==> src/verilog/zports_macros.svh <==
/* zports port map
   low-byte i/o addresses and bus widths shared by the port blocks */

`ifndef ZPORTS_MACROS_SVH
`define ZPORTS_MACROS_SVH

// bus widths
`define ZP_ADDR_W 16
`define ZP_DATA_W 8
`define ZP_IDE_W  16

// keyboard, border and ay ports
`define ZP_PORT_FE 8'hFE
`define ZP_PORT_F6 8'hF6
`define ZP_PORT_FD 8'hFD
`define ZP_PORT_F7 8'hF7

// nemo ide ports
`define ZP_NIDE10 8'h10
`define ZP_NIDE11 8'h11
`define ZP_NIDEC8 8'hC8
`define ZP_NIDE_EVEN_LIST `ZP_NIDE10, 8'h30, 8'h50, 8'h70, 8'h90, 8'hB0, 8'hD0, 8'hF0, `ZP_NIDEC8

// z-controller sd card
`define ZP_SDCFG 8'h77
`define ZP_SDDAT 8'h57

`endif

==> src/verilog/zports_pkg.sv <==
/* zports types
   packed bundles for the cpu bus, strobes, read answers and block outputs */

`default_nettype none

`include "zports_macros.svh"

package zports_pkg;

	// cpu side of the z80 bus
	typedef struct packed {
		logic [`ZP_ADDR_W-1:0] a;
		logic [`ZP_DATA_W-1:0] din;
		logic                  iorq_n;
		logic                  rd_n;
		logic                  wr_n;
	} zbus_t;

	typedef struct packed {
		logic port_wr;   // first cycle of an io write
		logic port_rd;   // first cycle of an io read
	} io_strobe_t;

	// one block's answer on the shared read bus
	typedef struct packed {
		logic                  hit;    // port claimed
		logic                  drive;  // data comes from here, not an external chip
		logic [`ZP_DATA_W-1:0] data;
	} rd_resp_t;

	typedef struct packed {
		logic [`ZP_IDE_W-1:0] ideout;
		logic [2:0]           ide_a;
		logic                 ide_cs0_n;
		logic                 ide_cs1_n;
		logic                 ide_rd_n;
		logic                 ide_wr_n;
		logic                 idedataout;   // low when the device drives the data lines
	} ide_pins_t;

	typedef struct packed {
		logic [7:0] p7ffd;
		logic [7:0] peff7;
		logic [5:0] pent1m_page;
		logic       pent1m_rom;
		logic       pent1m_1m_on;
		logic       pent1m_ram0_0;
	} pager_t;

	typedef struct packed {
		logic [3:0]            border;
		logic                  ay_bc1;
		logic                  ay_bdir;
		logic                  sdcs_n;
		logic                  sd_start;
		logic [`ZP_DATA_W-1:0] sd_datain;
	} periph_t;

endpackage

`default_nettype wire

==> src/verilog/ide_bridge.sv <==
/* nemo ide bridge
   8 to 16 bit data path with normal and nemo-divide access sequences */

`timescale 1ns/100ps
`default_nettype none

`include "zports_macros.svh"

module ide_bridge (
	input  wire                      zclk,
	input  wire                      rst_n,
	input  wire zports_pkg::zbus_t   bus,
	input  wire zports_pkg::io_strobe_t strobe,
	input  wire [`ZP_IDE_W-1:0]      idein,
	output zports_pkg::ide_pins_t    ide,
	output zports_pkg::rd_resp_t     resp
);

	wire  [7:0]           loa = bus.a[7:0];
	logic                 ide_ports;     // physical ide port, all but 11
	wire                  ide_acc;       // 11 or any physical port
	wire                  ide_strb;      // first cycle of an ide access
	logic                 ide_rd_trig;   // nemo-divide read trigger
	logic                 ide_wrlo_trig;
	logic                 ide_wrhi_trig;
	logic                 ide_rd_latch;  // trigger state held over the read cycle
	logic                 ide_wrlo_latch;
	logic                 ide_wrhi_latch;
	logic [`ZP_IDE_W-1:0] idewrreg;      // byte written ahead of its partner
	logic [7:0]           idehiin;       // high byte kept from the low read
	wire                  rd10_hi;       // second read of 10 returns the high byte

	always_comb
	begin
		case (loa)
			`ZP_NIDE_EVEN_LIST: ide_ports = 1'b1;
			default:            ide_ports = 1'b0;
		endcase
	end

	assign ide_acc  = ide_ports | (loa == `ZP_NIDE11);
	assign ide_strb = ide_acc & (strobe.port_rd | strobe.port_wr);

	////////////////////////////////////////////////////////////////////////////
	// access triggers

	always_ff @(posedge zclk or negedge rst_n)
	begin
		if (!rst_n)
		begin
			ide_rd_trig   <= 1'b0;
			ide_wrlo_trig <= 1'b0;
			ide_wrhi_trig <= 1'b0;
		end
		else
		begin
			if ((loa == `ZP_NIDE10) && strobe.port_rd && !ide_rd_trig)
				ide_rd_trig <= 1'b1;          // low half read
			else if (ide_strb)
				ide_rd_trig <= 1'b0;

			if (ide_strb)
			begin
				ide_wrhi_trig <= (loa == `ZP_NIDE11) & strobe.port_wr;
				ide_wrlo_trig <= (loa == `ZP_NIDE10) & strobe.port_wr &
				                 ~ide_wrhi_trig & ~ide_wrlo_trig;   // first write of 10
			end
		end
	end

	// trigger copies, frozen while rd_n or wr_n is low
	always_ff @(posedge zclk or negedge rst_n)
	begin
		if (!rst_n)
		begin
			ide_rd_latch   <= 1'b0;
			ide_wrlo_latch <= 1'b0;
			ide_wrhi_latch <= 1'b0;
		end
		else
		begin
			if (bus.rd_n)
				ide_rd_latch <= ide_rd_trig;
			if (bus.wr_n)
			begin
				ide_wrlo_latch <= ide_wrlo_trig;
				ide_wrhi_latch <= ide_wrhi_trig;
			end
		end
	end

	////////////////////////////////////////////////////////////////////////////
	// data registers

	always_ff @(posedge zclk)
	begin
		if (strobe.port_wr && (loa == `ZP_NIDE11))
			idewrreg[`ZP_IDE_W-1:8] <= bus.din;
		if (strobe.port_wr && (loa == `ZP_NIDE10) && !ide_wrlo_trig)
			idewrreg[7:0] <= bus.din;
		if (strobe.port_rd && (loa == `ZP_NIDE10) && !ide_rd_trig)
			idehiin <= idein[`ZP_IDE_W-1:8];   // keep high half for later
	end

	assign rd10_hi = ide_rd_latch & (loa == `ZP_NIDE10);

	always_comb
	begin
		ide.ide_a      = loa[7:5];
		ide.ide_cs0_n  = ~ide_ports | (loa == `ZP_NIDEC8);
		ide.ide_cs1_n  = ~ide_ports | (loa != `ZP_NIDEC8);
		ide.ide_rd_n   = bus.iorq_n | bus.rd_n | ~ide_ports | rd10_hi;   // no strobe on hi read
		// first write of 10 only fills the register
		ide.ide_wr_n   = bus.iorq_n | bus.wr_n | ~ide_ports |
		                 ((loa == `ZP_NIDE10) & ~ide_wrlo_latch & ~ide_wrhi_latch);
		ide.idedataout = ide.ide_rd_n;
		ide.ideout[`ZP_IDE_W-1:8] = ide_wrhi_latch ? idewrreg[`ZP_IDE_W-1:8] : bus.din;
		ide.ideout[7:0]           = ide_wrlo_latch ? idewrreg[7:0] : bus.din;
	end

	assign resp.hit   = ide_acc;
	assign resp.drive = ide_acc;
	assign resp.data  = ((loa == `ZP_NIDE11) || rd10_hi) ? idehiin : idein[7:0];

endmodule

`default_nettype wire

==> src/verilog/mem_pager.sv <==
/* pentagon-1m memory pager
   7ffd and eff7 paging registers with the 48k lock */

`timescale 1ns/100ps
`default_nettype none

`include "zports_macros.svh"

module mem_pager (
	input  wire                         zclk,
	input  wire                         rst_n,
	input  wire zports_pkg::zbus_t      bus,
	input  wire zports_pkg::io_strobe_t strobe,
	output zports_pkg::pager_t          pager,
	output zports_pkg::rd_resp_t        resp
);

	wire  [7:0] loa = bus.a[7:0];
	logic [7:0] p7ffd_int;   // 2..0 page, 3 screen, 4 rom, 5 lock48, 7..6 high page
	logic [7:0] peff7_int;   // 2 disables 1m, 3 ram0 at 0000
	wire        block1m;
	wire        block7ffd;
	wire        wr_7ffd;
	wire        wr_eff7;

	assign block1m   = peff7_int[2];
	assign block7ffd = p7ffd_int[5] & block1m;   // 48k lock

	assign wr_7ffd = strobe.port_wr & (loa == `ZP_PORT_FD) & ~bus.a[15];
	assign wr_eff7 = strobe.port_wr & (loa == `ZP_PORT_F7) & bus.a[8] & ~bus.a[12];

	always_ff @(posedge zclk or negedge rst_n)
	begin
		if (!rst_n)
		begin
			p7ffd_int <= 8'h00;
			peff7_int <= 8'h00;
		end
		else
		begin
			if (wr_7ffd && !block7ffd)
				p7ffd_int <= bus.din;
			if (wr_eff7)
				peff7_int <= bus.din;
		end
	end

	always_comb
	begin
		pager.p7ffd = {(block1m ? 3'b000 : p7ffd_int[7:5]), p7ffd_int[4:0]};
		if (block1m)
			pager.peff7 = {peff7_int[7], 1'b0, peff7_int[5:4], 3'b000, peff7_int[0]};
		else
			pager.peff7 = peff7_int;
		pager.pent1m_page   = {p7ffd_int[7:5], p7ffd_int[2:0]};
		pager.pent1m_rom    = p7ffd_int[4];
		pager.pent1m_1m_on  = ~peff7_int[2];
		pager.pent1m_ram0_0 = peff7_int[3];
	end

	// f7 reads float high
	assign resp.hit   = (loa == `ZP_PORT_F7);
	assign resp.drive = resp.hit;
	assign resp.data  = 8'hFF;

endmodule

`default_nettype wire

==> src/verilog/periph_ports.sv <==
/* peripheral ports
   keyboard and border, ay bus control, sd card select and data start */

`timescale 1ns/100ps
`default_nettype none

`include "zports_macros.svh"

module periph_ports (
	input  wire                         zclk,
	input  wire                         rst_n,
	input  wire zports_pkg::zbus_t      bus,
	input  wire zports_pkg::io_strobe_t strobe,
	input  wire [4:0]                   keys_in,
	input  wire                         tape_read,
	input  wire [`ZP_DATA_W-1:0]        sd_dataout,
	output zports_pkg::periph_t         periph,
	output zports_pkg::rd_resp_t        resp
);

	wire  [7:0] loa = bus.a[7:0];
	wire        fe_sel;        // fe or its f6 alias
	wire        ay_sel;        // fffd, the ay answers it
	logic       pre_bc1;
	logic       pre_bdir;

	assign fe_sel = (loa == `ZP_PORT_FE) | (loa == `ZP_PORT_F6);
	assign ay_sel = (loa == `ZP_PORT_FD) & (bus.a[15:14] == 2'b11);

	////////////////////////////////////////////////////////////////////////////
	// border and sd chip select

	always_ff @(posedge zclk or negedge rst_n)
	begin
		if (!rst_n)
		begin
			periph.border <= 4'h0;
			periph.sdcs_n <= 1'b1;   // card deselected
		end
		else
		begin
			if (strobe.port_wr && fe_sel)
				periph.border <= {~bus.a[3], bus.din[2:0]};
			if (strobe.port_wr && (loa == `ZP_SDCFG))
				periph.sdcs_n <= bus.din[1];
		end
	end

	// ay decode on a15..14
	always_comb
	begin
		pre_bc1  = 1'b0;
		pre_bdir = 1'b0;
		if (loa == `ZP_PORT_FD)
		begin
			pre_bc1  = (bus.a[15:14] == 2'b11);
			pre_bdir = bus.a[15];
		end
	end

	assign periph.ay_bc1    = pre_bc1 & ~bus.iorq_n & (~bus.rd_n | ~bus.wr_n);
	assign periph.ay_bdir   = pre_bdir & ~bus.iorq_n & ~bus.wr_n;
	assign periph.sd_start  = (strobe.port_wr | strobe.port_rd) & (loa == `ZP_SDDAT);
	assign periph.sd_datain = bus.wr_n ? 8'hFF : bus.din;

	////////////////////////////////////////////////////////////////////////////
	// read side

	assign resp.hit   = fe_sel | (loa == `ZP_PORT_FD) | (loa == `ZP_SDCFG) | (loa == `ZP_SDDAT);
	assign resp.drive = resp.hit & ~ay_sel;

	always_comb
	begin
		if (fe_sel)
			resp.data = {1'b1, tape_read, 1'b0, keys_in};
		else if (loa == `ZP_SDCFG)
			resp.data = 8'h00;   // card present, writable
		else if (loa == `ZP_SDDAT)
			resp.data = sd_dataout;
		else
			resp.data = 8'hFF;
	end

endmodule

`default_nettype wire

==> src/verilog/zbus_strobe.sv <==
/* z80 io cycle strobes
   one zclk pulse at the start of each io read or write */

`timescale 1ns/100ps
`default_nettype none

module zbus_strobe (
	input  wire                    zclk,
	input  wire                    rst_n,
	input  wire zports_pkg::zbus_t bus,
	output zports_pkg::io_strobe_t strobe
);

	logic iowr_reg;   // io write seen on previous edge
	logic iord_reg;   // io read seen on previous edge
	wire  iowr_now;
	wire  iord_now;

	assign iowr_now = ~(bus.iorq_n | bus.wr_n);
	assign iord_now = ~(bus.iorq_n | bus.rd_n);

	////////////////////////////////////////////////////////////////////////////
	// edge detect on the io conditions

	always_ff @(posedge zclk or negedge rst_n)
	begin
		if (!rst_n)
		begin
			iowr_reg <= 1'b0;
			iord_reg <= 1'b0;
		end
		else
		begin
			iowr_reg <= iowr_now;
			iord_reg <= iord_now;
		end
	end

	// strobe only on the first edge of the access
	// so a stretched cycle never writes twice
	always_ff @(posedge zclk or negedge rst_n)
	begin
		if (!rst_n)
		begin
			strobe.port_wr <= 1'b0;
			strobe.port_rd <= 1'b0;
		end
		else
		begin
			strobe.port_wr <= iowr_now & ~iowr_reg;
			strobe.port_rd <= iord_now & ~iord_reg;
		end
	end

endmodule

`default_nettype wire

==> src/verilog/zports_lite.sv <==
/* zports_lite top
   joins strobe, ide, pager and peripheral blocks onto one read bus */

`timescale 1ns/100ps
`default_nettype none

`include "zports_macros.svh"

module zports_lite (
	input  wire                    zclk,
	input  wire                    rst_n,
	input  wire zports_pkg::zbus_t bus,
	input  wire [`ZP_IDE_W-1:0]    idein,
	input  wire [4:0]              keys_in,
	input  wire                    tape_read,
	input  wire [`ZP_DATA_W-1:0]   sd_dataout,
	output logic [`ZP_DATA_W-1:0]  dout,
	output logic                   dataout,
	output logic                   porthit,
	output zports_pkg::ide_pins_t  ide,
	output zports_pkg::pager_t     pager,
	output zports_pkg::periph_t    periph
);

	zports_pkg::io_strobe_t strobe;
	zports_pkg::rd_resp_t   resp_ide;
	zports_pkg::rd_resp_t   resp_pg;
	zports_pkg::rd_resp_t   resp_per;
	wire                    any_drive;

	zbus_strobe u_strobe (
		.zclk   (zclk),
		.rst_n  (rst_n),
		.bus    (bus),
		.strobe (strobe)
	);

	ide_bridge u_ide (
		.zclk   (zclk),
		.rst_n  (rst_n),
		.bus    (bus),
		.strobe (strobe),
		.idein  (idein),
		.ide    (ide),
		.resp   (resp_ide)
	);

	mem_pager u_pager (
		.zclk   (zclk),
		.rst_n  (rst_n),
		.bus    (bus),
		.strobe (strobe),
		.pager  (pager),
		.resp   (resp_pg)
	);

	periph_ports u_periph (
		.zclk       (zclk),
		.rst_n      (rst_n),
		.bus        (bus),
		.strobe     (strobe),
		.keys_in    (keys_in),
		.tape_read  (tape_read),
		.sd_dataout (sd_dataout),
		.periph     (periph),
		.resp       (resp_per)
	);

	////////////////////////////////////////////////////////////////////////////
	// read response mux

	assign any_drive = resp_ide.drive | resp_pg.drive | resp_per.drive;

	always_comb
	begin
		porthit = resp_ide.hit | resp_pg.hit | resp_per.hit;
		// port decodes are disjoint, order does not matter
		if (resp_ide.drive)
			dout = resp_ide.data;
		else if (resp_pg.drive)
			dout = resp_pg.data;
		else if (resp_per.drive)
			dout = resp_per.data;
		else
			dout = 8'hFF;   // idle bus
		dataout = porthit & ~bus.iorq_n & ~bus.rd_n & any_drive;
	end

endmodule

`default_nettype wire

==> config.mk <==
export PLATFORM = sky130hd
export DESIGN_NAME = zports_lite
export DESIGN_NICKNAME = d
export VERILOG_FILES = /design/src/verilog/zports_pkg.sv /design/src/verilog/ide_bridge.sv /design/src/verilog/mem_pager.sv /design/src/verilog/periph_ports.sv /design/src/verilog/zbus_strobe.sv /design/src/verilog/zports_lite.sv
export VERILOG_INCLUDE_DIRS = /design/src /design/src/verilog
export SDC_FILE = /design/constraint.sdc
export NUM_CORES = 1
export LEC_CHECK = 0
export BUFFER_PORTS_ARGS = -buffer_cell sky130_fd_sc_hd__buf_2
export CORE_AREA = 2 2 82 84
export CTS_CLUSTER_DIAMETER = 80
export DETAILED_ROUTE_END_ITERATION = 8
export DIE_AREA = 0 0 84 86
export GPL_TIMING_DRIVEN = 0
export PLACE_DENSITY_LB_ADDON = 0.15
export SKIP_LAST_GASP = 1
export SLEW_MARGIN = 0
export SYNTH_ARGS = -nofsm -noshare
export SYNTH_HDL_FRONTEND = slang
export SYNTH_SLANG_ARGS = --single-unit
==> constraint.sdc <==
create_clock -name zclk -period 2.98 [get_ports zclk]
set_input_delay 0.447 -clock zclk [delete_from_list [all_inputs] [get_ports zclk]]
set_output_delay 0.447 -clock zclk [all_outputs]
set_load 0.03 [all_outputs]
**Yosys cells after proc, flatten, opt, wreduce, memory -nomap -nowiden**

Cells that the tools add are included.

- Register bits after elaboration: 55
- Bits of input ports: 59
- RAM bits: 0
- Output and inout port bits: 75
- Memories kept: 0
- Latch bits: 0
- ROM bits: 0
- Word-level logic and storage cells: 127

- Bitwise gates (word level): 61
- Div/mod/pow operators: 0
- Mux-type cells: 17
- Order comparisons: 0
- Reduce and logical (&&, ||, !) cells: 14
- Equality and inequality tests: 18
- Shift-type cells: 0
- Multipliers: 0
- Add/sub/neg operators: 0

Operators with widths:

| operator | count |
|---|---|
| $mux W8 | 10 |
| $eq A8 B8 Y1 const B | 9 |
| $eq A8 B7 Y1 const B | 4 |
| $and A1 B1 Y1 | 26 |
| $or A1 B1 Y1 | 18 |
| $not A1 Y1 | 17 |
| $eq A8 B5 Y1 const B | 2 |
| $reduce_or A9 Y1 | 1 |
| $eq A8 B6 Y1 const B | 1 |
| $logic_and A1 B1 Y1 | 8 |
| $ne A8 B8 Y1 const B | 1 |
| $mux W7 | 1 |
| $mux W1 | 5 |
| $logic_not A1 Y1 | 3 |
| $mux W3 | 1 |
| $eq A2 B2 Y1 const B | 1 |
| $reduce_bool A2 Y1 | 1 |
| $logic_or A1 B1 Y1 | 1 |

**Longest topological paths before layout**

- Depth after elaboration: 9
- Gate-level depth with buffers: 6

**Modules after synthesis**

From an unflattened synthesis, not the netlist that was laid out.

- Cells, all modules: 273
- Area total of the unflattened synthesis: 3,338.2 µm²

Modules (own cells, without submodules):

| module | instances | area each (µm²) | cells an instance |
|---|---|---|---|
| ide_bridge | 1 | 1,432.6 | 96 |
| mem_pager | 1 | 869.6 | 70 |
| periph_ports | 1 | 563.0 | 61 |
| zports_lite | 1 | 345.3 | 38 |
| zbus_strobe | 1 | 127.6 | 8 |

**Least setup slack after synthesis**

No wires, ideal clock.

- Path kind: input -> output
- Start: in bus[14] in the netlist's numbering
- End: out ide[2] in the netlist's numbering
- Data required time: 2.533 ns
- Arrival: 3.049 ns
- Stages on the path: 4
- Path slack: -0.516 ns
- Cells stage by stage: or4b_4 -> or4_4 -> o311ai_0 -> buf_4

RTL lines:

| item | line | text |
|---|---|---|
| start, declared | zports_lite.sv:12 | `input wire zports_pkg::zbus_t bus,` |
| end, declared | zports_lite.sv:20 | `output zports_pkg::ide_pins_t ide,` |

==> reports/metrics.csv <==
stage,metric,value,unit
yosys,synthDistinctLibCells,43,
routing,vias,2268,
worst_setup_path,r2r_setup_slack,1.09,ns
worst_setup_path,crit_start,bus[14],
clock_tree,tritoncts,built,
die,fp.dieH,86,um
clock_tree,htree_num_levels,2,
routing,drtPass1Iterations,5,
die,initial_core_util,44.8,%
timing,tightest_slew,0.894,ns
worst_setup_path,timing.rr.end,u_pager.peff7_int[2]$_DFFE_PN0P_,
clock_tree,path_clk_slew,0.11,ns
clock_tree,ctsResizeCount,1,
yosys,synth_largest_area_cell,dfrtp_1,
cells_and_area,nNetsFinal,417,
yosys,syn_nets,283,
timing,fin_crit,2.82,ns
global_routing,antenna_found_initial,0,
worst_setup_path,cp_top_family,simple AND/OR/NAND/NOR gates,
cells_and_area,seq_area,1500,um2
placement,place.gp.congestion,0.832,
cells_and_area,multi_input_area,1170,um2
yosys,synth_top_cell_area_share,26.7,%
power,p_leak,0.00173,uW
clock_tree,root_buffer,clkbuf_8,
yosys,synth.yosys.warnings,0,
power,p_per_area,398,nW/um2
worst_setup_path,path_cells,buf_2 -> or4b_4 -> or4_4 -> or4_1 -> nand3_1 -> buf_2,
die,fp.dieW,84,um
cells_and_area,fillers,576,
yosys,yosys-top-cells-area,"dfrtp_1 (27%), edfxtp_1 (26%), mux2_2 (15%)",
worst_setup_path,crit_cells,6,
worst_setup_path,r2r_start,u_strobe.strobe[1]$_DFF_PN0_,
routing,wl,6990,um
yosys,synth_cells,224,
clock_tree,clock_path_buffers,2,
global_routing,grt_pass1_wl,10800,um
cells_and_area,syn_to_final_growth,29.7,%
cells_and_area,largest_reg_flops,16,
cells_and_area,antenna-diode-count,0,
timing,hold_violations,0,
worst_setup_path,required,2.53,ns
cells_and_area,largest-register,u_ide.idewrreg,
cells_and_area,drive_above_1_share,59.1,%
timing,rsz0062_at_grt,no,
timing,slew_headroom,40.3,%
timing,fin_hold_ws,0.178,ns
flow_run,maxCapViolations,0,
routing,drc,0,
worst_setup_path,critical_path_arrival,2.37,ns
clock_tree,clk-insertion-delay-late,0.32,ns
timing,setup_violations,0,
yosys,syn_area_per_cell,12.6,um2
routing,via_per_inst,5.20,
yosys,synth_commonest_cells,"mux2_2 (38), dfrtp_1 (30), edfxtp_1 (24)",
worst_setup_path,worstSetupEndpoint,ide[1],
clock_tree,clock-sinks,55,
cells_and_area,utilization,58.2,%
worst_setup_path,slowest_delay,0.56,ns
yosys,dominantRegCellSynth,dfrtp_1,
timing,fin_crit_sh,94.7,%
timing,slew_viol_final,0,
hold_path,holdCritPathClass,in2async,
clock_tree,ctsHoldBuffers,0,
clock_tree,cts_setup_buffers,0,
worst_setup_path,end_kind,output pin,
yosys,synth_area,2810,um2
worst_setup_path,cp_common_cell,buf_2,
power,total_power,1450,uW
yosys,synthMostInstantiatedCell,mux2_2,
global_routing,grt_pass1_vias,2153,
worst_setup_path,cpMaxStageDelayCell,or4b_4,
timing,fmax,355,MHz
run_status,status,finished clean,
power,ir_drop,0.303,mV
timing,skew,0.0112,ns
worst_setup_path,cp.buffers_inverters,2,
worst_setup_path,cp-start-kind,primary input,
yosys,ys_seq_area_share,53.2,%
worst_setup_path,critical_path_class,in2out,
yosys,ys_seq_elements,55,
routing,antenna_left,0,
placement,io_buffers,127,
routing,wl_per_cell,16.0,um
global_routing,grt_overflow,0,
routing,drt-initial-drc-count,55,
worst_setup_path,ff2ff_path_depth,3,
yosys,async_reset_ff_share,56.4,%
clock_tree,cts_buffers,5,
global_routing,grt_max_degree,32,
placement,dp_hpwl,5150,um
timing,fin_setup_tns,0,ns
yosys,synth_edf_count,24,
die,row_count,29,
global_routing,grt_use_total,19.2,%
die,fp.coreArea,6280,um2
worst_setup_path,path_max_fanout,8,
die,boundaryPins,134,
die,dieArea,7220,um2
-- routing by layer --
layer / up-vias / global-route usage, % / part of all wire [%]
met5: - / 0 / 0
met4: 0 / 6.16 / 1.7
met3: 8 / 4.23 / 6.1
met2: 88 / 33.7 / 50
met1: 1084 / 23.8 / 43
li1: 1088 / - / -
-- worst min-delay path by stage --
stage / cells past startpoint / endpoint / slack (ns) / startpoint
after CTS: 1 / u_pager.peff7_int[3]$_DFFE_PN0P_ / 0.19 / rst_n
after global placement: 1 / u_strobe.strobe[0]$_DFF_PN0_ / 0.38 / u_strobe.iord_reg$_DFF_PN0_
after global routing: 1 / u_pager.p7ffd_int[3]$_DFFE_PN0P_ / 0.22 / rst_n
after detailed placement: 1 / u_strobe.strobe[0]$_DFF_PN0_ / 0.39 / u_strobe.iord_reg$_DFF_PN0_
after floorplan: 0 / u_ide.ide_rd_latch$_DFFE_PN0P_ / 0.15 / rst_n
final: 1 / u_pager.peff7_int[3]$_DFFE_PN0P_ / 0.18 / rst_n
-- through the flow --
stage          cells  instance area, um2  worst slack [ns]
5_1_grt          436                3650            0.0737
6_report         436                3650             0.159
4_1_cts          436                3640            0.0309
2_1_floorplan    224                2820             0.240
3_5_place_dp     428                3550            -0.108
3_3_place_gp     428                3550            -0.106
-- kinds of logic after synthesis --
| family | after synthesis | synth area share [%] |
|---|---|---|
| AO/OA/AOI/OAI | 28 | 8.27 |
| AND/OR/NAND/NOR | 71 | 16.7 |
| multiplexers | 40 | 15.9 |
| flip-flops | 55 | 53.2 |
| buffers and inverters | 29 | 5.74 |
| other | 1 | 0.133 |
-- layout make-up --
type	instances	area share, %
plain buffers	22	3.70
clock buffers	6	1.99
clock inverters	2	0.343
inverters	7	0.720
multi-input cells	140	32.2
flip-flops and latches	55	41.0
well taps	77	2.64
repair buffers	127	17.4
-- layout by cell type (no fill, tap or decap), types with 2 or more instances in the layout --
master,synthesis,final
a21o_1,2,2
and3_1,3,3
buf_1,2,2
buf_2,0,127
buf_4,14,14
clkbuf_1,6,7
clkbuf_8,0,5
dfrtp_1,30,30
edfxtp_1,24,24
inv_1,7,7
mux2_2,38,38
nand2_1,11,11
nand3_1,5,5
nand4b_1,2,2
nor2_1,7,7
nor2b_1,12,12
nor3_1,3,3
nor4_1,3,3
nor4b_1,2,2
nor4b_4,2,2
o21ai_0,3,3
o221a_2,8,8
o22ai_1,8,8
or2_2,10,10
-- report_power, final --
part / switching [uW] / internal, uW / leakage, uW
clock network: 250 / 166 / 0.0000428
registers: 6.72 / 801 / 0.000635
logic: 143 / 88.5 / 0.00105
No activity file was read; power rests on OpenSTA's default activity.
